**src/slurm16_cfg.svh**
```systemverilog
`ifndef SLURM16_CFG_SVH
`define SLURM16_CFG_SVH

// Instruction word width
`define SLURM16_BITS 16

// Byte address width
// Fetch works on word addresses, one bit narrower
`define SLURM16_ADDR_BITS 16

// Register index width used for hazard tracking
`define SLURM16_REG_BITS 4

`endif

```
**src/slurm16_pkg.sv**
```systemverilog
`include "slurm16_cfg.svh"

package slurm16_pkg;

	typedef logic [`SLURM16_BITS - 1:0] instr_t;
	typedef logic [`SLURM16_ADDR_BITS - 2:0] pc_t;		// Word address
	typedef logic [`SLURM16_ADDR_BITS - 1:0] byte_addr_t;
	typedef logic [`SLURM16_REG_BITS - 1:0] reg_idx_t;

	typedef enum logic [3:0] {
		st_reset,
		st_pre_execute,
		st_execute,
		st_stall1,
		st_stall2,
		st_stall3,
		st_ins_stall1,	// PC rewinds after a miss
		st_ins_stall2,	// Wait for memory
		st_halt,
		st_halt2
	} pipe_state_t;

	typedef enum logic [2:0] {
		pc_clear,
		pc_hold,
		pc_incr,
		pc_rewind,
		pc_branch,
		pc_resume
	} pc_op_t;

endpackage

```
**src/slurm16_pipeline_ctrl.sv**
```systemverilog
`include "slurm16_cfg.svh"

module slurm16_pipeline_ctrl (
	input  logic CLK,
	input  logic RSTb,
	input  logic instruction_valid,
	input  logic hazard_1,
	input  logic hazard_2,
	input  logic hazard_3,
	input  logic load_pc_request,
	input  logic halt_request,
	input  logic interrupt_req,
	input  logic nop0,
	input  logic nop1,
	input  logic nop2,
	input  logic nop3,
	output logic instruction_request,
	output slurm16_pkg::pc_op_t pc_op,
	output logic flush0,
	output logic flush1,
	output logic flush2,
	output logic flush3,
	output logic flush4,
	output logic hold1
);

	slurm16_pkg::pipe_state_t state_r;
	logic halt_lat_r;
	logic halt;
	logic stall1_go;
	logic stall2_go;
	logic stall3_go;
	logic hazard_stall;
	logic in_stall;
	logic idle_st;
	logic refill_st;
	logic kill_young;

	// A hazard only counts when both slots hold live instructions
	assign stall1_go = hazard_1 && !load_pc_request && !nop0 && !nop1;
	assign stall2_go = hazard_2 && !load_pc_request && !nop0 && !nop2;
	assign stall3_go = hazard_3 && !load_pc_request && !nop0 && !nop3;
	assign hazard_stall = stall1_go || stall2_go || stall3_go;

	assign halt = halt_lat_r || halt_request;

	assign in_stall = (state_r == slurm16_pkg::st_stall1) ||
		(state_r == slurm16_pkg::st_stall2) || (state_r == slurm16_pkg::st_stall3);
	assign idle_st = (state_r == slurm16_pkg::st_reset) ||
		(state_r == slurm16_pkg::st_halt) || (state_r == slurm16_pkg::st_halt2);
	assign refill_st = idle_st || (state_r == slurm16_pkg::st_pre_execute);
	assign kill_young = load_pc_request || halt;	// Younger than execute slot

	// Memory is left free while sleeping
	assign instruction_request = (state_r != slurm16_pkg::st_halt) &&
		(state_r != slurm16_pkg::st_halt2);

	assign flush0 = (state_r != slurm16_pkg::st_execute) || kill_young;
	assign flush1 = refill_st || (state_r == slurm16_pkg::st_ins_stall1) || kill_young;
	assign flush2 = refill_st || in_stall || kill_young;
	assign flush3 = idle_st;
	assign flush4 = idle_st;
	assign hold1 = in_stall;

	always_ff @(posedge CLK) begin
		if (!RSTb) begin
			state_r <= slurm16_pkg::st_reset;
		end else begin
			case (state_r)
				slurm16_pkg::st_reset:
					state_r <= slurm16_pkg::st_pre_execute;
				slurm16_pkg::st_pre_execute:
					state_r <= slurm16_pkg::st_execute;
				slurm16_pkg::st_execute: begin
					// Hazards first, then halt, branch and miss
					if (stall1_go)
						state_r <= slurm16_pkg::st_stall1;
					else if (stall2_go)
						state_r <= slurm16_pkg::st_stall2;
					else if (stall3_go)
						state_r <= slurm16_pkg::st_stall3;
					else if (halt && !load_pc_request)
						state_r <= slurm16_pkg::st_halt;
					else if (load_pc_request)
						state_r <= slurm16_pkg::st_pre_execute;
					else if (!instruction_valid)
						state_r <= slurm16_pkg::st_ins_stall1;
				end
				slurm16_pkg::st_stall1:
					state_r <= load_pc_request ? slurm16_pkg::st_pre_execute :
						slurm16_pkg::st_stall2;
				slurm16_pkg::st_stall2:
					state_r <= load_pc_request ? slurm16_pkg::st_pre_execute :
						slurm16_pkg::st_stall3;
				slurm16_pkg::st_stall3:
					state_r <= load_pc_request ? slurm16_pkg::st_pre_execute :
						slurm16_pkg::st_execute;
				slurm16_pkg::st_ins_stall1:
					state_r <= load_pc_request ? slurm16_pkg::st_pre_execute :
						slurm16_pkg::st_ins_stall2;
				slurm16_pkg::st_ins_stall2: begin
					if (load_pc_request)
						state_r <= slurm16_pkg::st_pre_execute;
					else if (instruction_valid)
						state_r <= slurm16_pkg::st_execute;
				end
				slurm16_pkg::st_halt:
					state_r <= slurm16_pkg::st_halt2;
				slurm16_pkg::st_halt2:
					if (interrupt_req)
						state_r <= slurm16_pkg::st_pre_execute;	// Wake up
				default:
					state_r <= slurm16_pkg::st_reset;
			endcase
		end
	end

	// Sleep is a pulse so keep it until the halt state is reached
	always_ff @(posedge CLK) begin
		if (!RSTb)
			halt_lat_r <= 1'b0;
		else if (state_r == slurm16_pkg::st_halt)
			halt_lat_r <= 1'b0;
		else if (halt_request)
			halt_lat_r <= 1'b1;
	end

	always_comb begin
		pc_op = slurm16_pkg::pc_hold;
		case (state_r)
			slurm16_pkg::st_reset:
				pc_op = slurm16_pkg::pc_clear;
			slurm16_pkg::st_pre_execute:
				pc_op = slurm16_pkg::pc_incr;
			slurm16_pkg::st_execute:
				if (load_pc_request)
					pc_op = slurm16_pkg::pc_branch;
				else if (hazard_stall || !instruction_valid)
					pc_op = slurm16_pkg::pc_rewind;	// Refetch the dropped word
				else
					pc_op = slurm16_pkg::pc_incr;
			slurm16_pkg::st_stall1, slurm16_pkg::st_stall2, slurm16_pkg::st_ins_stall1:
				if (load_pc_request)
					pc_op = slurm16_pkg::pc_branch;
			slurm16_pkg::st_stall3:
				pc_op = load_pc_request ? slurm16_pkg::pc_branch : slurm16_pkg::pc_incr;
			slurm16_pkg::st_ins_stall2:
				if (load_pc_request)
					pc_op = slurm16_pkg::pc_branch;
				else if (instruction_valid)
					pc_op = slurm16_pkg::pc_incr;
			slurm16_pkg::st_halt:
				pc_op = slurm16_pkg::pc_resume;
			default: ;
		endcase
	end

endmodule

```
**src/slurm16_pc_unit.sv**
```systemverilog
`include "slurm16_cfg.svh"

module slurm16_pc_unit (
	input  logic CLK,
	input  slurm16_pkg::pc_op_t pc_op,
	input  slurm16_pkg::byte_addr_t load_pc_address,
	input  logic halt_request,
	input  slurm16_pkg::pc_t pc_stage_2,
	output slurm16_pkg::pc_t instruction_address
);

	slurm16_pkg::pc_t pc_r;		// Address being fetched
	slurm16_pkg::pc_t prev_pc_r;	// Address fetched one cycle earlier
	slurm16_pkg::pc_t halt_pc_r;
	slurm16_pkg::pc_t branch_pc;

	// Branch targets are byte addresses
	assign branch_pc = load_pc_address[`SLURM16_ADDR_BITS - 1:1];

	assign instruction_address = pc_r;

	// Sleep sits in execute so the core resumes one word past it
	always_ff @(posedge CLK) begin
		if (halt_request)
			halt_pc_r <= pc_stage_2 + slurm16_pkg::pc_t'(1);
	end

	always_ff @(posedge CLK) begin
		case (pc_op)
			slurm16_pkg::pc_clear: begin
				pc_r <= '0;
				prev_pc_r <= '0;
			end
			slurm16_pkg::pc_incr: begin
				pc_r <= pc_r + slurm16_pkg::pc_t'(1);
				prev_pc_r <= pc_r;
			end
			slurm16_pkg::pc_rewind: begin
				// The word behind prev_pc_r was lost or must wait
				pc_r <= prev_pc_r;
			end
			slurm16_pkg::pc_branch: begin
				pc_r <= branch_pc;
				prev_pc_r <= branch_pc;
			end
			slurm16_pkg::pc_resume: begin
				pc_r <= halt_pc_r;
				prev_pc_r <= halt_pc_r;
			end
			default: ;	// pc_hold
		endcase
	end

endmodule

```
**src/slurm16_stage_regs.sv**
```systemverilog
`include "slurm16_cfg.svh"

module slurm16_stage_regs (
	input  logic CLK,
	input  slurm16_pkg::instr_t instruction_in,
	input  slurm16_pkg::pc_t instruction_address_in,
	input  slurm16_pkg::reg_idx_t hazard_reg0,
	input  logic modifies_flags0,
	input  logic flush0,
	input  logic flush1,
	input  logic flush2,
	input  logic flush3,
	input  logic flush4,
	input  logic hold1,
	output slurm16_pkg::instr_t pipeline_stage_0,
	output slurm16_pkg::instr_t pipeline_stage_1,
	output slurm16_pkg::instr_t pipeline_stage_2,
	output slurm16_pkg::instr_t pipeline_stage_3,
	output slurm16_pkg::instr_t pipeline_stage_4,
	output slurm16_pkg::pc_t pc_stage_2,
	output slurm16_pkg::byte_addr_t pc_stage_4,
	output logic nop0,
	output logic nop1,
	output logic nop2,
	output logic nop3,
	output logic nop4,
	output slurm16_pkg::reg_idx_t hazard_reg1,
	output slurm16_pkg::reg_idx_t hazard_reg2,
	output slurm16_pkg::reg_idx_t hazard_reg3,
	output logic modifies_flags1,
	output logic modifies_flags2,
	output logic modifies_flags3
);

	// Stage 0 fetch, 1 decode, 2 execute, 3 memory, 4 writeback
	slurm16_pkg::instr_t ins_r [0:4];
	slurm16_pkg::pc_t addr_r [0:4];
	logic [4:0] nop_r;
	slurm16_pkg::reg_idx_t haz_r [1:3];	// Hazard info needed only up to memory
	logic [3:1] mf_r;
	logic [4:0] flush;

	assign flush = {flush4, flush3, flush2, flush1, flush0};

	always_ff @(posedge CLK) begin
		// Fetch slot takes whatever memory returned
		ins_r[0] <= instruction_in;
		addr_r[0] <= instruction_address_in;
		nop_r[0] <= flush[0];

		// Decode slot freezes during hazard stalls
		if (!hold1) begin
			ins_r[1] <= ins_r[0];
			addr_r[1] <= addr_r[0];
			haz_r[1] <= hazard_reg0;	// Decoded outside from stage 0
			mf_r[1] <= modifies_flags0;
			nop_r[1] <= nop_r[0];
		end
		if (flush[1])
			nop_r[1] <= 1'b1;		// Wins over a hold

		for (int i = 2; i < 5; i++) begin
			ins_r[i] <= ins_r[i - 1];
			addr_r[i] <= addr_r[i - 1];
			nop_r[i] <= flush[i] || nop_r[i - 1];
		end

		for (int i = 2; i < 4; i++) begin
			haz_r[i] <= haz_r[i - 1];
			mf_r[i] <= mf_r[i - 1];
		end
	end

	assign pipeline_stage_0 = ins_r[0];
	assign pipeline_stage_1 = ins_r[1];
	assign pipeline_stage_2 = ins_r[2];
	assign pipeline_stage_3 = ins_r[3];
	assign pipeline_stage_4 = ins_r[4];

	assign pc_stage_2 = addr_r[2];
	assign pc_stage_4 = {addr_r[4], 1'b0};	// Back to a byte address

	assign nop0 = nop_r[0];
	assign nop1 = nop_r[1];
	assign nop2 = nop_r[2];
	assign nop3 = nop_r[3];
	assign nop4 = nop_r[4];

	assign hazard_reg1 = haz_r[1];
	assign hazard_reg2 = haz_r[2];
	assign hazard_reg3 = haz_r[3];
	assign modifies_flags1 = mf_r[1];
	assign modifies_flags2 = mf_r[2];
	assign modifies_flags3 = mf_r[3];

endmodule

```
**src/slurm16_pipeline.sv**
```systemverilog
`include "slurm16_cfg.svh"

module slurm16_pipeline (
	input  logic CLK,
	input  logic RSTb,
	output logic instruction_request,
	input  logic instruction_valid,		// Low on a fetch miss
	output slurm16_pkg::pc_t instruction_address,
	input  slurm16_pkg::instr_t instruction_in,
	input  slurm16_pkg::pc_t instruction_address_in,
	output slurm16_pkg::instr_t pipeline_stage_0,
	output slurm16_pkg::instr_t pipeline_stage_1,
	output slurm16_pkg::instr_t pipeline_stage_2,
	output slurm16_pkg::instr_t pipeline_stage_3,
	output slurm16_pkg::instr_t pipeline_stage_4,
	output slurm16_pkg::byte_addr_t pc_stage_4,
	output logic nop_stage_2,		// Execute must not change state
	output logic nop_stage_4,		// No writeback
	input  logic hazard_1,
	input  logic hazard_2,
	input  logic hazard_3,
	input  slurm16_pkg::reg_idx_t hazard_reg0,
	input  logic modifies_flags0,
	output slurm16_pkg::reg_idx_t hazard_reg1,
	output slurm16_pkg::reg_idx_t hazard_reg2,
	output slurm16_pkg::reg_idx_t hazard_reg3,
	output logic modifies_flags1,
	output logic modifies_flags2,
	output logic modifies_flags3,
	input  logic halt_request,
	input  logic interrupt_req,		// Wakes the core from halt
	input  logic load_pc_request,
	input  slurm16_pkg::byte_addr_t load_pc_address
);

	slurm16_pkg::pc_op_t pc_op;
	slurm16_pkg::pc_t pc_stage_2;
	logic flush0;
	logic flush1;
	logic flush2;
	logic flush3;
	logic flush4;
	logic hold1;
	logic nop0;
	logic nop1;
	logic nop3;

	slurm16_pipeline_ctrl slurm16_pipeline_ctrl_inst (
		.CLK(CLK),
		.RSTb(RSTb),
		.instruction_valid(instruction_valid),
		.hazard_1(hazard_1),
		.hazard_2(hazard_2),
		.hazard_3(hazard_3),
		.load_pc_request(load_pc_request),
		.halt_request(halt_request),
		.interrupt_req(interrupt_req),
		.nop0(nop0),
		.nop1(nop1),
		.nop2(nop_stage_2),
		.nop3(nop3),
		.instruction_request(instruction_request),
		.pc_op(pc_op),
		.flush0(flush0),
		.flush1(flush1),
		.flush2(flush2),
		.flush3(flush3),
		.flush4(flush4),
		.hold1(hold1)
	);

	slurm16_pc_unit slurm16_pc_unit_inst (
		.CLK(CLK),
		.pc_op(pc_op),
		.load_pc_address(load_pc_address),
		.halt_request(halt_request),
		.pc_stage_2(pc_stage_2),
		.instruction_address(instruction_address)
	);

	slurm16_stage_regs slurm16_stage_regs_inst (
		.CLK(CLK),
		.instruction_in(instruction_in),
		.instruction_address_in(instruction_address_in),
		.hazard_reg0(hazard_reg0),
		.modifies_flags0(modifies_flags0),
		.flush0(flush0),
		.flush1(flush1),
		.flush2(flush2),
		.flush3(flush3),
		.flush4(flush4),
		.hold1(hold1),
		.pipeline_stage_0(pipeline_stage_0),
		.pipeline_stage_1(pipeline_stage_1),
		.pipeline_stage_2(pipeline_stage_2),
		.pipeline_stage_3(pipeline_stage_3),
		.pipeline_stage_4(pipeline_stage_4),
		.pc_stage_2(pc_stage_2),
		.pc_stage_4(pc_stage_4),
		.nop0(nop0),
		.nop1(nop1),
		.nop2(nop_stage_2),
		.nop3(nop3),
		.nop4(nop_stage_4),
		.hazard_reg1(hazard_reg1),
		.hazard_reg2(hazard_reg2),
		.hazard_reg3(hazard_reg3),
		.modifies_flags1(modifies_flags1),
		.modifies_flags2(modifies_flags2),
		.modifies_flags3(modifies_flags3)
	);

endmodule

```
**config.mk**
```make
export PLATFORM = sky130hd
export DESIGN_NAME = slurm16_pipeline
export DESIGN_NICKNAME = d
export VERILOG_FILES = /design/src/slurm16_pkg.sv /design/src/slurm16_pipeline_ctrl.sv /design/src/slurm16_pc_unit.sv /design/src/slurm16_stage_regs.sv /design/src/slurm16_pipeline.sv
export VERILOG_INCLUDE_DIRS = /design/src
export SDC_FILE = /design/constraint.sdc
export NUM_CORES = 1
export LEC_CHECK = 0
export ABC_AREA = 1
export ABC_CLOCK_PERIOD_IN_PS = 4700
export BUFFER_PORTS_ARGS = -buffer_cell sky130_fd_sc_hd__buf_2
export CAP_MARGIN = 25
export CORE_MARGIN = 3
export CORE_UTILIZATION = 56
export DETAILED_ROUTE_END_ITERATION = 10
export PLACE_DENSITY = 0.84
export SKIP_CTS_REPAIR_TIMING = 1
export SLEW_MARGIN = 20
export SYNTH_ARGS = -nofsm -noshare
export SYNTH_HDL_FRONTEND = slang
export SYNTH_SLANG_ARGS = --single-unit
```
**constraint.sdc**
```tcl
create_clock -name CLK -period 4.7 [get_ports CLK]
set_input_delay 0.235 -clock CLK [delete_from_list [all_inputs] [get_ports CLK]]
set_output_delay 0.235 -clock CLK [all_outputs]
set_load 0.05 [all_outputs]
```
# After elaboration in Yosys (flattened, before gate mapping)
# Memory sizes are Yosys's and may differ from the RTL's.
# Index checks and enable logic that the tools add are counted.
# Widths: inputs -> output; s select.
classes:
  n_reduce_logical: 42
  n_mux: 24
  n_eq_ne: 19
  bitwise_logic: 1
  add_sub_neg: 2
op_table:
  columns: ["op", "count"]
  rows:
  - ["$pmux 15 s5", 1]
  - ["$pmux 15 s4", 1]
  - ["$pmux 4 s10", 1]
  - ["$mux 4", 9]
  - ["$add 15x1->15 const B", 2]
  - ["$mux 3", 7]
  - ["$pmux 3 s7", 1]
  - ["$logic_or 1x1->1", 18]
  - ["$eq 4x3->1 const B", 4]
  - ["$logic_and 1x1->1", 11]
  - ["$eq 4x2->1 const B", 2]
  - ["$eq 4x4->1 const B", 2]
  - ["$ne 4x4->1 const B", 2]
  - ["$ne 7x3->1 const B", 1]
  - ["$eq 3x2->1 const B", 2]
  - ["$eq 3x3->1 const B", 2]
  - ["$logic_not 1->1", 6]
  - ["$reduce_bool 5->1", 1]
  - ["$eq 4x1->1 const B", 1]
  - ["$logic_not 4->1", 1]
  - ["$mux 2", 2]
  - ["$ne 4x2->1 const B", 1]
  - ["$reduce_bool 4->1", 1]
  - ["$logic_not 3->1", 1]
  - ["other kinds (7)", 8]
totals:
  memories: 3
  ff_bits: 58
  ramBits: 167
  input_bits: 61
mem_list:
  columns: ["memory", "depth", "width", "read_ports", "rd_ports_with_merged_regs", "write_ports", "line_no", "source"]
  rows:
  - ["slurm16_stage_regs_inst.ins_r", 5, 16, 5, 0, 5, "slurm16_stage_regs.sv:36", "slurm16_pkg::instr_t ins_r [0:4];"]
  - ["slurm16_stage_regs_inst.addr_r", 5, 15, 5, 0, 5, "slurm16_stage_regs.sv:37", "slurm16_pkg::pc_t addr_r [0:4];"]
  - ["slurm16_stage_regs_inst.haz_r", 3, 4, 3, 0, 3, "slurm16_stage_regs.sv:39", "slurm16_pkg::reg_idx_t haz_r [1:3];"]

# Depth between registers and ports, before layout
depth:
  word_depth: 12
  ltp_mapped: 11

# Hierarchy
# A second synthesis with hierarchy kept.
hier_totals:
  cells_unflattened: 654
  area_unflattened_um2: 7387.1
by_module_without_submodules:
  columns: ["module", "seq_area_each_um2", "cells_per_inst", "n_inst", "area_per_inst_um2"]
  rows:
  - ["slurm16_stage_regs", 3863.7, 215, 1, 4139.0]
  - ["slurm16_pc_unit", 1351.3, 332, 1, 2688.8]
  - ["slurm16_pipeline_ctrl", 100.1, 107, 1, 559.3]

# Least setup slack after synthesis
# No wires, ideal clock.
synth_path:
  path_kind: "reg-to-reg"
  from: "register slurm16_pipeline_ctrl_inst.state_r[3]"
  to: "memory slurm16_stage_regs_inst.addr_r[0][15] (netlist bit), enable pin"
  path_stages_with_launch: 7
  t_arrival_ns: 2.330
  setup_ns: 0.432
  slack_ns: 1.938
  synth_period_minus_slack_ns: 2.762
  path_buffers: 0
  cell_sequence: "dfxtp_1 inv_2 nand2_2 inv_2 nand2_1 inv_1 nor2_1"
synth_rtl:
  columns: ["element", "line_no", "source"]
  rows:
  - ["from (decl)", "slurm16_pipeline_ctrl.sv:27", "slurm16_pkg::pipe_state_t state_r;"]
  - ["from (signal assigned)", "slurm16_pipeline_ctrl.sv:67", "state_r <= slurm16_pkg::st_reset;"]
  - ["from (signal assigned)", "slurm16_pipeline_ctrl.sv:71", "state_r <= slurm16_pkg::st_pre_execute;"]
  - ["from (signal assigned)", "slurm16_pipeline_ctrl.sv:73", "state_r <= slurm16_pkg::st_execute;"]
  - ["to (decl)", "slurm16_stage_regs.sv:37", null]

# Final worst setup path
layout_path:
  from: "register slurm16_stage_regs_inst.nop_r[0]"
  to: "register slurm16_pc_unit_inst.prev_pc_r[12], enable pin"
layout_between:
  elab_chain_len: 11
  elab_cells_between_ends: 18
  cone_classes: "3 x eq/ne; 3 x mux; 12 x reduce/logical"
layout_lines:
  columns: ["element", "line_no", "source"]
  rows:
  - ["from (decl)", "slurm16_stage_regs.sv:38", "logic [4:0] nop_r;"]
  - ["from (signal assigned)", "slurm16_stage_regs.sv:49", "nop_r[0] <= flush[0];"]
  - ["from (signal, indexed assignment)", "slurm16_stage_regs.sv:65", "nop_r[i] <= flush[i] || nop_r[i - 1];"]
  - ["$logic_not 1->1 (*)", "slurm16_pipeline_ctrl.sv:40, slurm16_pipeline_ctrl.sv:41, slurm16_pipeline_ctrl.sv:42", null]
  - ["$logic_and 1x1->1 (on tied branches) (2 in series)", "slurm16_pipeline_ctrl.sv:40, slurm16_pipeline_ctrl.sv:41", null]
  - ["$logic_or 1x1->1", "slurm16_pipeline_ctrl.sv:43", "assign hazard_stall = stall1_go || stall2_go || stall3_go;"]
  - ["$logic_or 1x1->1 (*)", "slurm16_pipeline_ctrl.sv:43", null]
  - ["$logic_or 1x1->1 (*)", "slurm16_pipeline_ctrl.sv:138", "else if (hazard_stall || !instruction_valid)"]
  - ["$mux 1 (*)", "slurm16_pipeline_ctrl.sv:138", null]
  - ["$mux 3 (*)", "slurm16_pipeline_ctrl.sv:136", "if (load_pc_request)"]
  - ["$pmux 3 s7 (*)", "slurm16_pipeline_ctrl.sv:130", "case (state_r)"]
  - ["$eq 3x2->1 (tied with other cells)", "slurm16_pc_unit.sv:29", "case (pc_op)"]
  - ["$reduce_bool 4->1 (no source line) (*)", null, null]
  - ["to (signal assigned)", "slurm16_pc_unit.sv:36", "prev_pc_r <= pc_r;"]
  - ["to (signal assigned)", "slurm16_pc_unit.sv:44", "prev_pc_r <= branch_pc;"]
  - ["to (signal assigned)", "slurm16_pc_unit.sv:48", "prev_pc_r <= halt_pc_r;"]
  - ["to (decl)", "slurm16_pc_unit.sv:13", "slurm16_pkg::pc_t prev_pc_r;"]
# Every way passes the cells marked *; elsewhere a longest branch is shown, timed or not.
# A chain may end at the register's enable or synchronous reset.

==> reports/qor.txt <==
Cts bufs inserted: 22
Max-slew violations: 0
IO Pins: 190
Status: completed
Reg2reg setup slack: 2.23 ns
Initial antenna violation count: 0
Worst hold-check path type: primary input to register
Critical Path Start Type: register
Worst setup path category: register to register
GPL Wtd Cong: 0.858
Htree depth: 1
Share of cells above drive strength 1: 0.303
P_leak: 0.00431 µW
Peak supply drop: 0.452 mV
Power Dens Cells: 555 nW/µm²
Highest Clock Rate: 0.405 GHz
Sequential area share after synthesis: 0.734
Post-synth cell types: 29
Number of synthesized flops with an enable pin: 81
Setup Total Neg Slack: 0 ns
Worst Tran Pin Value: 0.856 ns
Vias in the first global route: 4809
Die width: 120 µm
Area growth syn-to-layout: 29.6%
Clock tree buffer depth: 3
Async SR Flop Fraction: 0
Register bit total from synthesis: 225
First-pass GRT wire length: 23.9 mm
Later-pin clock latency in the skew report: 0.51 ns
RSZ-0062 raised after global routing: no
Syn nets: 665
Mapped Area: 7240 µm²
Mean post-synth cell area: 12.0 µm²
Final Cycle Share: 0.526
Warnings from Yosys: 0
Residual DRC: 0
Congestion Overflow GR: 0
Initial Util: 0.588
Die height: 120 µm
Setup violations, final: 0
Gr usage total: 0.208
Worst Path Max Fanout: 16
Synth area leaders: dfxtp_1 40%, edfxtp_1 34%, nand2_1 5.3%
Critical Path Source: slurm16_stage_regs_inst.nop_r[0]
Critical Path RT: 4.73 ns
Util after Layout: 0.762
Pre-antenna DRT Iters: 5
Crit. End Element: register
Synth cell count leaders: 144 x dfxtp_1, 103 x nand2_1, 81 x edfxtp_1
Critical path arrival: 2.50 ns
Final nets: 892
Post-layout min period: 2.47 ns
Hold path startpoint: interrupt_req
Worst-path clk slew: 0.06 ns
Synth top area share: 0.398
Layout Cells excl Fill: 1013
Count of input and output buffers: 187
Rel. slew slack: 0.428
Hold-critical path depth: 5
Max_cap viols: 0
Die footprint: 14300 µm²
Clock Sinks: 225
Clock Root Buffer: clkbuf_16
Critical R2R Launch: slurm16_stage_regs_inst.nop_r[0]
Via density: 4.81
ANT nets after route: 0
Ys flop type: dfxtp_1
Synth Instances: 602
Core area: 12300 µm²
Final-report hold violation count: 0
DR WL/cell: 15.8 µm
Design Area, Final: 9380 µm²
Reg2Reg Depth: 7
Drt total wl: 16.0 mm
Vias: 4876
DP Cell Count: 935
Post-DP HPWL: 10.6 mm
Cell Rows: 40
Cell with the most instances after synthesis: dfxtp_1
Pin count of the biggest net entering global routing: 39
Diode count: 0
Yosys top cell by area: dfxtp_1
DRT iter0 DRCs: 314
CTS tree: built
Clk_skew: 0.0142 ns
Post-DP Area: 8220 µm²
==> state kept, by name, summed over array words and instances (netlist names) <==
name / flops
slurm16_stage_regs_inst.ins_r: 80
slurm16_stage_regs_inst.addr_r: 75
slurm16_pc_unit_inst.halt_pc_r: 15
slurm16_pc_unit_inst.instruction_address: 15
slurm16_pc_unit_inst.prev_pc_r: 15
slurm16_stage_regs_inst.haz_r: 12
slurm16_stage_regs_inst.nop_r: 5
slurm16_pipeline_ctrl_inst.state_r: 4
slurm16_stage_regs_inst.mf_r: 3
slurm16_pipeline_ctrl_inst.halt_lat_r: 1
==> critical path, cell delays in order, from the launching register on <==
cell	delay [ns]
dfxtp_1	0.34
nor2_4	0.14
nand2_1	0.14
nand2_2	0.15
nor2_4	0.05
nor2_4	0.36
nor2_4	0.15
nand3b_1	0.67
==> through the flow <==
stage                     setup WS, ns  total power, µW  hold slack (ns)
after CTS                         2.22             5200           -0.200
after global routing              2.05             5390            0.134
after floorplan                   1.94             3170            0.263
final                             2.23             5210            0.116
after detailed placement          2.13             3390            0.314
after global placement            2.20             3360            0.313
==> routing by layer <==
layer | part of all wire | up-vias | global-route usage
li1 | - | 2377 | -
met1 | 0.37 | 2284 | 0.240
met2 | 0.53 | 183 | 0.377
met3 | 0.068 | 32 | 0.0504
met4 | 0.024 | 0 | 0.0709
met5 | 0 | - | 0
==> power breakdown <==
group          leakage, µW  internal [µW]  switching (µW)
sequential         0.00209           2290             133
clock             0.000380           1100             726
combinational      0.00183            215             743
total              0.00431           3600            1600
==> cells in the final DEF (no fill, tap or decap), types with 3 or more instances in the layout <==
master,synthesis,routed
inv_1,77,77
nor2_4,5,6
a21oi_1,5,5
clkbuf_1,0,5
inv_2,4,4
xnor2_1,7,7
edfxtp_1,81,81
dfxtp_1,144,144
nand3_1,40,40
clkinv_2,0,4
nand2_1,103,103
xor2_1,16,16
nand2_2,5,5
o21ai_0,24,24
dlygate4sd3_1,0,37
nor3_1,5,5
clkbuf_16,0,24
nor2_1,31,30
nand4_1,5,5
nand3b_1,4,4
buf_2,2,187
clkbuf_8,0,3
o21ai_2,11,11
==> kinds of logic after synthesis <==
family,Yosys count,share of synthesized area
other cells,1,0.000518
simple gates,205,0.130
compound gates,43,0.0380
buf+inv,103,0.0662
fa+ha+maj,2,0.00346
xor+xnor,23,0.0278
flops,225,0.734
==> final cells by class <==
cell class                 count  area, µm²
tap                          168        210
fill                         810       2930
clock inverter                 8        114
timing repair buffer         225       1330
inverter                      81        304
clock buffer                  32        661
multi-input combinational    274       1450
sequential                   225       5320
==> path summary, 6_finish.rpt <==
kind,end
worst max-delay path,slurm16_pc_unit_inst.prev_pc_r[12]
worst min-delay path,slurm16_pipeline_ctrl_inst.state_r[3]
worst max register to register,slurm16_pc_unit_inst.prev_pc_r[12]
worst min register to register,slurm16_stage_regs_inst.addr_r[0][65]
No activity file was read; power rests on OpenSTA's default activity.
